`src/hdl/soc_pkg.sv`:
```
package soc_pkg;

   // UART bit period in core clocks, small so simulation stays short
   localparam int CLKS_PER_BIT = 8;

   // Core reset pulse shaping after board reset release
   localparam int RST_START    = 5;
   localparam int RST_DURATION = 10;

   // Register file depth
   localparam int REG_COUNT = 16;

   // Plain data byte
   typedef logic [7:0] byte_t;

   // Register index
   typedef logic [3:0] reg_addr_t;

   // Command opcodes, ASCII 'W' and 'R'
   localparam byte_t OP_WRITE = 8'h57;
   localparam byte_t OP_READ  = 8'h52;

   // Byte strobe between UART and command engine
   typedef struct packed {
      logic  valid;
      byte_t data;
   } uart_byte_t;

   // Command engine states
   typedef enum logic [2:0] {
      IDLE,
      GET_ADDR,
      GET_DATA,
      SEND,
      WAIT_TX,
      TRAPPED
   } cmd_state_t;

endpackage

```
`src/hdl/cmd_engine.sv`:
```
`timescale 1ns/1ps

module cmd_engine import soc_pkg::*; (
   input  logic       clk_i,
   input  logic       rst_i,
   input  uart_byte_t rx_byte_i,
   input  logic       tx_busy_i,
   output uart_byte_t tx_req_o,
   output logic       trap_o
);

   cmd_state_t state_q;
   logic       is_write_q;
   reg_addr_t  addr_q;
   byte_t      rd_data_q;
   byte_t      regs_q [REG_COUNT];

   // Opcode, address and data parsing
   always_ff @(posedge clk_i) begin
      if (rst_i) begin
         state_q    <= IDLE;
         is_write_q <= 1'b0;
         for (int i = 0; i < REG_COUNT; i++) begin
            regs_q[i] <= '0;
         end
      end else begin
         case (state_q)
            IDLE: begin
               if (rx_byte_i.valid) begin
                  if (rx_byte_i.data == OP_WRITE) begin
                     is_write_q <= 1'b1;
                     state_q    <= GET_ADDR;
                  end else if (rx_byte_i.data == OP_READ) begin
                     is_write_q <= 1'b0;
                     state_q    <= GET_ADDR;
                  end else begin
                     state_q <= TRAPPED;
                  end
               end
            end
            GET_ADDR: begin
               if (rx_byte_i.valid) begin
                  state_q <= is_write_q ? GET_DATA : SEND;
               end
            end
            GET_DATA: begin
               if (rx_byte_i.valid) begin
                  regs_q[addr_q] <= rx_byte_i.data;
                  state_q        <= IDLE;
               end
            end
            SEND: begin
               // Request goes out this cycle if the line is free
               if (!tx_busy_i) begin
                  state_q <= WAIT_TX;
               end
            end
            WAIT_TX: begin
               if (!tx_busy_i) begin
                  state_q <= IDLE;
               end
            end
            TRAPPED: state_q <= TRAPPED;
            default: state_q <= IDLE;
         endcase
      end
   end

   // Address capture and read data fetch
   always_ff @(posedge clk_i) begin
      if (state_q == GET_ADDR && rx_byte_i.valid) begin
         addr_q    <= rx_byte_i.data[3:0];
         rd_data_q <= regs_q[rx_byte_i.data[3:0]];
      end
   end

   assign tx_req_o.valid = (state_q == SEND) && !tx_busy_i;
   assign tx_req_o.data  = rd_data_q;

   // Sticky until reset
   assign trap_o = (state_q == TRAPPED);

   a_trap_sticky: assert property (
      @(posedge clk_i) $fell(trap_o) |-> $past(rst_i)
   ) else $error("trap cleared without reset");

endmodule

```
`src/hdl/por_pulse_gen.sv`:
```
`timescale 1ns/1ps

module por_pulse_gen import soc_pkg::*; (
   input  logic clk_i,
   input  logic rst_i,
   output logic core_rst_o
);

   // Total cycles the core reset outlives the board reset
   localparam int PULSE_LEN = RST_START + RST_DURATION;
   localparam int CNT_W     = $clog2(PULSE_LEN + 1);

   logic [CNT_W-1:0] cnt_q;

   // Counter restarts on board reset and saturates at the pulse length
   always_ff @(posedge clk_i) begin
      if (rst_i) begin
         cnt_q <= '0;
      end else if (cnt_q != CNT_W'(PULSE_LEN)) begin
         cnt_q <= cnt_q + 1'b1;
      end
   end

   // Held while board reset is up, then for PULSE_LEN more cycles
   assign core_rst_o = rst_i || (cnt_q != CNT_W'(PULSE_LEN));

   // Core reset ends exactly PULSE_LEN cycles after board reset falls
   a_pulse_length: assert property (
      @(posedge clk_i) $fell(core_rst_o) |->
         $past(rst_i, PULSE_LEN + 1) && !$past(rst_i, PULSE_LEN)
   ) else $error("core reset pulse has the wrong length");

endmodule

```
`src/hdl/soc_fpga_wrapper.sv`:
```
`timescale 1ns/1ps

module soc_fpga_wrapper import soc_pkg::*; (
   input  logic clk_i,
   input  logic rst_i,
   input  logic uart_rxd_i,
   output logic uart_txd_o,
   output logic trap_o
);

   logic       core_rst;
   uart_byte_t rx_byte;
   uart_byte_t tx_req;
   logic       tx_busy;

   // Board reset turned into a clean fixed-length core reset
   por_pulse_gen u_por (
      .clk_i     (clk_i),
      .rst_i     (rst_i),
      .core_rst_o(core_rst)
   );

   uart_rx u_uart_rx (
      .clk_i    (clk_i),
      .rst_i    (core_rst),
      .rxd_i    (uart_rxd_i),
      .rx_byte_o(rx_byte)
   );

   uart_tx u_uart_tx (
      .clk_i   (clk_i),
      .rst_i   (core_rst),
      .tx_req_i(tx_req),
      .txd_o   (uart_txd_o),
      .busy_o  (tx_busy)
   );

   cmd_engine u_cmd_engine (
      .clk_i    (clk_i),
      .rst_i    (core_rst),
      .rx_byte_i(rx_byte),
      .tx_busy_i(tx_busy),
      .tx_req_o (tx_req),
      .trap_o   (trap_o)
   );

endmodule

```
`src/hdl/uart_rx.sv`:
```
`timescale 1ns/1ps

module uart_rx import soc_pkg::*; (
   input  logic       clk_i,
   input  logic       rst_i,
   input  logic       rxd_i,
   output uart_byte_t rx_byte_o
);

   localparam int CNT_W = $clog2(CLKS_PER_BIT);

   logic             rxd_meta_q;
   logic             rxd_sync_q;
   logic             busy_q;
   logic [CNT_W-1:0] clk_cnt_q;
   logic [3:0]       bit_idx_q;
   byte_t            shift_q;
   logic             valid_q;

   // Two-flop synchronizer, idles high like the line
   always_ff @(posedge clk_i) begin
      if (rst_i) begin
         rxd_meta_q <= 1'b1;
         rxd_sync_q <= 1'b1;
      end else begin
         rxd_meta_q <= rxd_i;
         rxd_sync_q <= rxd_meta_q;
      end
   end

   // Bit 0 is the start bit, 1 to 8 data, 9 the stop bit
   always_ff @(posedge clk_i) begin
      if (rst_i) begin
         busy_q    <= 1'b0;
         clk_cnt_q <= '0;
         bit_idx_q <= '0;
         valid_q   <= 1'b0;
      end else begin
         valid_q <= 1'b0;
         if (!busy_q) begin
            if (!rxd_sync_q) begin
               // Half a bit to land in the middle of the start bit
               busy_q    <= 1'b1;
               clk_cnt_q <= CNT_W'(CLKS_PER_BIT / 2 - 1);
               bit_idx_q <= '0;
            end
         end else if (clk_cnt_q != '0) begin
            clk_cnt_q <= clk_cnt_q - 1'b1;
         end else begin
            clk_cnt_q <= CNT_W'(CLKS_PER_BIT - 1);
            bit_idx_q <= bit_idx_q + 1'b1;
            if (bit_idx_q == 4'd0 && rxd_sync_q) begin
               busy_q <= 1'b0;  // glitch, not a real start bit
            end else if (bit_idx_q == 4'd9) begin
               busy_q  <= 1'b0;
               // Framing error drops the byte
               valid_q <= rxd_sync_q;
            end
         end
      end
   end

   // Data bits arrive LSB first
   always_ff @(posedge clk_i) begin
      if (busy_q && clk_cnt_q == '0 && bit_idx_q != 4'd0 && bit_idx_q != 4'd9) begin
         shift_q <= {rxd_sync_q, shift_q[7:1]};
      end
   end

   assign rx_byte_o.valid = valid_q;
   assign rx_byte_o.data  = shift_q;

endmodule

```
`src/hdl/uart_tx.sv`:
```
`timescale 1ns/1ps

module uart_tx import soc_pkg::*; (
   input  logic       clk_i,
   input  logic       rst_i,
   input  uart_byte_t tx_req_i,
   output logic       txd_o,
   output logic       busy_o
);

   localparam int CNT_W = $clog2(CLKS_PER_BIT);

   logic [9:0]       shift_q;
   logic [CNT_W-1:0] clk_cnt_q;
   logic [3:0]       bits_left_q;
   logic             busy_q;

   always_ff @(posedge clk_i) begin
      if (rst_i) begin
         shift_q     <= '1;
         clk_cnt_q   <= '0;
         bits_left_q <= '0;
         busy_q      <= 1'b0;
      end else if (!busy_q) begin
         if (tx_req_i.valid) begin
            // Stop bit, data LSB first, start bit at the bottom
            shift_q     <= {1'b1, tx_req_i.data, 1'b0};
            clk_cnt_q   <= CNT_W'(CLKS_PER_BIT - 1);
            bits_left_q <= 4'd9;
            busy_q      <= 1'b1;
         end
      end else if (clk_cnt_q != '0) begin
         clk_cnt_q <= clk_cnt_q - 1'b1;
      end else if (bits_left_q == '0) begin
         // End of stop bit
         busy_q <= 1'b0;
      end else begin
         shift_q     <= {1'b1, shift_q[9:1]};
         clk_cnt_q   <= CNT_W'(CLKS_PER_BIT - 1);
         bits_left_q <= bits_left_q - 1'b1;
      end
   end

   // Shifting in ones keeps the line high between frames
   assign txd_o  = shift_q[0];
   assign busy_o = busy_q;

   // Sender must hold off until the frame is out
   a_no_req_when_busy: assert property (
      @(posedge clk_i) disable iff (rst_i) tx_req_i.valid |-> !busy_o
   ) else $error("transmit request while busy");

endmodule

```
`config.mk`:
```
export PLATFORM = sky130hd
export DESIGN_NAME = soc_fpga_wrapper
export DESIGN_NICKNAME = d
export VERILOG_FILES = /design/src/hdl/soc_pkg.sv /design/src/hdl/cmd_engine.sv /design/src/hdl/por_pulse_gen.sv /design/src/hdl/soc_fpga_wrapper.sv /design/src/hdl/uart_rx.sv /design/src/hdl/uart_tx.sv
export SDC_FILE = /design/constraint.sdc
export NUM_CORES = 1
export LEC_CHECK = 0
export ABC_AREA = 1
export BUFFER_PORTS_ARGS = -buffer_cell sky130_fd_sc_hd__clkbuf_2
export CORE_MARGIN = 5
export CORE_UTILIZATION = 35
export DETAILED_ROUTE_END_ITERATION = 8
export HOLD_SLACK_MARGIN = 0.05
export MAX_ROUTING_LAYER = met4
export PLACE_DENSITY = 0.52
export SLEW_MARGIN = 20
export SYNTH_ARGS = -nofsm -noshare
export SYNTH_HDL_FRONTEND = slang
export SYNTH_SLANG_ARGS = --single-unit
```
`constraint.sdc`:
```
create_clock -name clk_i -period 2.1 [get_ports clk_i]
set_input_delay 0.63 -clock clk_i [delete_from_list [all_inputs] [get_ports clk_i]]
set_output_delay 0.63 -clock clk_i [all_outputs]
set_load 0.02 [all_outputs]
```
Word-level counts from Yosys, hierarchy flattened
Memory sizes are Yosys's and may differ from the RTL's. A register that Yosys moved wholly into a read port is not among the register bits.
Index checks and enable logic that the tools add are counted.
{ "word_totals": {"ramBits": 128, "memories": 1, "wordCells": 114, "ff_bits": 49, "input_bits": 3, "out_inout_bits": 2} }
{ "classes": {"eq_ne": 20, "reduce_logical": 24, "n_bitwise": 2, "muxes": 47, "add_sub_neg": 5} }
{ "memory_table": {"columns": ["name", "words", "word_bits", "read_ports", "rd_clocked_by_memory_dff", "wr", "line_no", "text"], "rows": [
  ["u_cmd_engine.regs_q", 16, 8, 1, 1, 16, "cmd_engine.sv:16", "byte_t regs_q [REG_COUNT];"]
]} }
{ "op_table": {"columns": ["cell", "n"], "rows": [
  ["2-to-1 mux 3 bit", 14],
  ["2-to-1 mux 10 bit", 4],
  ["2-to-1 mux 4 bit", 8],
  ["2-to-1 mux 1 bit", 19],
  ["inequality test 2 bit, second input constant", 9],
  ["one-hot mux 3 bit (6 select lines)", 1],
  ["== test 8 x 7 -> 1 bit, second input constant", 2],
  ["adder 4 x 1 -> 4 bit, second input constant", 2],
  ["zero test 4 bit", 2],
  ["2-to-1 mux 8 bit", 1],
  ["inequality test 4 bit, second input constant", 2],
  ["OR reduction 8 bit", 1],
  ["== test 3 x 2 -> 1 bit, second input constant", 2],
  ["== test 3 bit, second input constant", 2],
  ["logical AND 1 bit", 6],
  ["zero test 3 bit", 2],
  ["AND reduction 3 bit", 2],
  ["nonzero test 3 bit", 2],
  ["subtractor 3 x 1 -> 3 bit, second input constant", 2],
  ["AND reduction 5 bit", 1],
  ["OR reduction 5 bit", 1],
  ["== test 4 bit, second input constant", 1],
  ["AND reduction 2 bit", 2],
  ["nonzero test 2 bit", 2],
  ["other kinds (7)", 8]
]} }

Longest topological paths before layout
{ "depth": {"ltp_word": 6, "mapped_depth": 10, "depth_no_buf": 9} }

Cells and area by module
From an unflattened synthesis, not the netlist that was laid out.
{ "hier_totals": {"hier_cells": 857, "hier_area_um2": 8343.0} }
{ "by_module_without_submodules": {"columns": ["module", "seq_area_each_um2", "area_each_um2", "cells_per_inst", "instances"], "rows": [
  ["cmd_engine", 4284.1, 6466.2, 615, 1],
  ["uart_tx", 340.3, 869.6, 132, 1],
  ["uart_rx", 460.4, 805.8, 80, 1],
  ["por_pulse_gen", 80.1, 201.4, 30, 1]
]} }

Worst setup path after synthesis
OpenSTA, ideal clock, no wires.
{ "synth_timing": {"path_kind": "register -> register", "startpoint": "register u_por.cnt_q[0]", "endpoint": "memory u_cmd_engine.regs_q[7][0] (netlist bit), enable pin", "path_stages_with_launch": 10, "path_buffers": 0, "period_less_slack_ns": 1.982, "setup_slack_ns": 0.118, "t_arrival_ns": 1.653, "path_cell_list": "dfxtp_1 ha_1 nand2_1 inv_2 nand2_2 nor2_4 nand2_4 nor3_4 nand2_4 nand2_1"} }
{ "synth_rtl": {"columns": ["item", "line_no", "text"], "rows": [
  ["start: declaration", "por_pulse_gen.sv:13", "logic [CNT_W-1:0] cnt_q;"],
  ["start signal: assignment", "por_pulse_gen.sv:20", "cnt_q <= cnt_q + 1'b1;"],
  ["end: declaration", "cmd_engine.sv:16", null]
]} }

==> impl_metrics.tcl <==
set metrics [dict create \
    max_cap_violations 0 \
    gp_congestion 0.832 \
    setup_violations 0 \
    synth-edff-count 148 \
    netlist_instances 819 \
    ys_seq_elements 184 \
    grt_max_degree 41 \
    fin_crit_ns 2.01 \
    peakVddDrop_mv 0.458 \
    worst_pin_slew_ns 0.615 \
    fin_area_sq_um 9480 \
    worst-r2r-setup-slack_ns 0.09 \
    io_pins 5 \
    totalWireLength_mm 19.7 \
    cts_buffer_depth 2 \
    critPathSlowestCell "dfxtp_2" \
    critPathArrivalTime_ns 2.16 \
    finalClockSkew_ns 0.00985 \
    cp_common_cell "nand2_4" \
    grt_pass1_wl_mm 30.8 \
    max_slew_margin 0.589 \
    rows 55 \
    htree_levels 4 \
    synth.distinct_cells 31 \
    met3_usage 0.0342 \
    drtAntennaViolNets 0 \
    synthFlopType "edfxtp_1" \
    syn_nets 831 \
    worstSetupPathType "flop to flop" \
    path_max_fanout 9 \
    track_usage 0.157 \
    cts_hold_buf 0 \
    vias_per_cell 4.83 \
    die_x_um 163 \
    worst_skew_pair.late_latency_ns 0.43 \
    cp-end-kind "flop" \
    syn_to_final_growth_pct 16.4 \
    overflow 0 \
    cp_slowest_stage_delay_ns 0.34 \
    core_area_sq_um 22800 \
    drt_iter0_markers 491 \
    cts_tree "yes" \
    hold_depth 2 \
    drcViolationCount 0 \
    cp_cell_sequence "ha_1, nand2_1, inv_2, nand2_4, nor2_4, nand2_4, nor3_4, buf_6, nand2_4, nand2_1, buf_6" \
    busiest_layer "met2" \
    total_power_mw 7.11 \
    critPathTopFamily "simple AND/OR/NAND/NOR gates" \
    cp_num_buf_inv 3 \
    clk_pin_slew_ns 0.07 \
    drive_gt1_frac 0.154 \
    holdPathEnd "u_uart_rx.rxd_meta_q" \
    final_util 0.416 \
    die_h_um 163 \
    antenna_found_initial 0 \
    slew_viol_final 0 \
    dp_hpwl_mm 12.8 \
    syn_avg_cell_area_sq_um 9.94 \
    pwr_density_cell_nw_per_um2 750 \
    firstDrtPassIters 5 \
    numCtsBuffers 17 \
    hold_viol_final 0 \
    yosysWarnings 0 \
    vias 5720 \
    status "completed" \
    io_buffers 4 \
    die-area_sq_um 26400 \
    ys_seq_area_frac 0.634 \
    start_util 0.358 \
    crit_cells 11 \
    place_inst 1152 \
    r2r_end "u_cmd_engine.regs_q[10][2]" \
    cts_sinks 184 \
    final_cells 1185 \
    r2r_cells 11 \
    cp-start-kind "flop" \
    routedWlPerCell_um 16.6 \
    setup_tns_ns 0 \
    fillers 2190 \
    p_leak_nw 3.96 \
    fmax_ghz 0.498 \
    rsz0062_at_grt "true" \
    antenna_cells 0 \
    grtUsageMet2 0.234 \
    cts-root-buf "clkbuf_16" \
    rr_startpoint "u_por.cnt_q[0]" \
    syn-cell-area_sq_um 8140 \
    async_flop_share 0 \
    placed_cell_area_sq_um 8840 \
    grt_pass1_vias 5438 \
    post-route-period-util 0.957 \
    min_from "uart_rxd_i" \
    hp-class "primary input to flop" \
    final_nets 871 \
    cp.required_ns 2.25 \
    grtUsageMet1 0.222 \
]
[area by class of cell]
cell class / count / area (sq um) / area share
Clock buffer: 18 / 429 / 0.0453
Clock inverter: 14 / 164 / 0.0173
Multi-Input combinational cell: 546 / 2660 / 0.280
Tap cell: 313 / 392 / 0.0413
Inverter: 51 / 191 / 0.0202
Sequential cell: 184 / 5170 / 0.545
Timing Repair Buffer: 59 / 477 / 0.0503
[routing by layer]
metal  vias to the layer above  routed length, um
li1                       2849                  -
met1                      2731               9570
met2                       121               8950
met3                        19                941
met4                         0                235
met5                         -                  0
[cell families (layout without fill, tap and decap cells)]
group | Yosys count | in the layout | share of synthesized area
adders and majority gates | 9 | 9 | 0.0138
xor gates and xnor gates | 1 | 1 | 0.00108
and+or+nand+nor | 439 | 439 | 0.239
buffers and inverters | 89 | 142 | 0.0426
AOI/OAI and AO/OA | 97 | 97 | 0.0691
DFF | 184 | 184 | 0.634
[how the worst max path moves through the flow]
| stage | from | end | slack (ns) |
|---|---|---|---|
| floorplan | u_por.cnt_q[0] | u_cmd_engine.regs_q[7][0] | 0.12 |
| global placement | rst_i | u_cmd_engine.regs_q[8][7] | 0.07 |
| detailed placement | rst_i | u_cmd_engine.regs_q[0][1] | 0.05 |
| CTS | u_cmd_engine.state_q[2] | trap_o | 0.03 |
| global route | u_por.cnt_q[0] | u_uart_rx.bit_idx_q[2] | -0.02 |
| finish | u_por.cnt_q[0] | u_cmd_engine.regs_q[10][2] | 0.09 |
[synth_stat cells, types with 5 or more instances]
cell type,count,share of area
a21oi_1,17,0.010
a22oi_1,9,0.0083
buf_1,5,0.0023
buf_2,7,0.0043
clkbuf_1,25,0.012
dfxtp_1,36,0.088
edfxtp_1,148,0.55
ha_1,9,0.014
inv_1,46,0.021
nand2_1,129,0.059
nand2_2,5,0.0038
nand2_4,13,0.018
nand3_1,39,0.024
nand4_1,18,0.014
nor2_1,214,0.099
o211ai_1,16,0.015
o21ai_0,47,0.029
or2_2,10,0.0077
[power by group]
group	switching [mW]	internal [mW]
clock	1.42	1.79
combinational	0.00720	0.00820
sequential	0.00340	3.88
[through the flow]
step | hold slack (ns) | setup slack (ns)
floorplan | 0.393 | 0.118
global placement | 0.405 | 0.0667
detailed placement | 0.403 | 0.0479
CTS | 0.377 | 0.0305
global route | 0.379 | -0.0221
finish | 0.389 | 0.0907
[registers in the layout, indices dropped and copies added (netlist names)]
name	flops
u_cmd_engine.regs_q	128
u_uart_tx.shift_q	9
u_cmd_engine.rd_data_q	8
u_uart_rx.shift_q	8
u_cmd_engine.addr_q	4
u_por.cnt_q	4
u_uart_rx.bit_idx_q	4
u_uart_tx.bits_left_q	4
u_cmd_engine.state_q	3
u_uart_rx.clk_cnt_q	3
u_uart_tx.clk_cnt_q	3
u_cmd_engine.is_write_q	1
u_uart_rx.busy_q	1
u_uart_rx.rxd_meta_q	1
u_uart_rx.rxd_sync_q	1
u_uart_rx.valid_q	1
u_uart_tx.busy_o	1
[repair_timing]
item,CTS,global route
pin swaps,0,2
setup buffers,0,1
resized for setup,1,14
endpoints found under the setup margin,1,123
[cells in the final DEF, fill, tap and decap left out, types with 8 or more instances in the layout]
master	instances
nand3_1	39
a21oi_1	17
clkbuf_16	17
nand2_2	8
inv_1	46
ha_1	9
nand4_1	18
nand2_1	125
or2_2	10
a22oi_1	9
buf_4	48
nor2_1	214
nand2_4	14
o211ai_1	16
o21ai_0	47
edfxtp_1	148
dfxtp_1	33
Power figures use the tool's default switching activity.
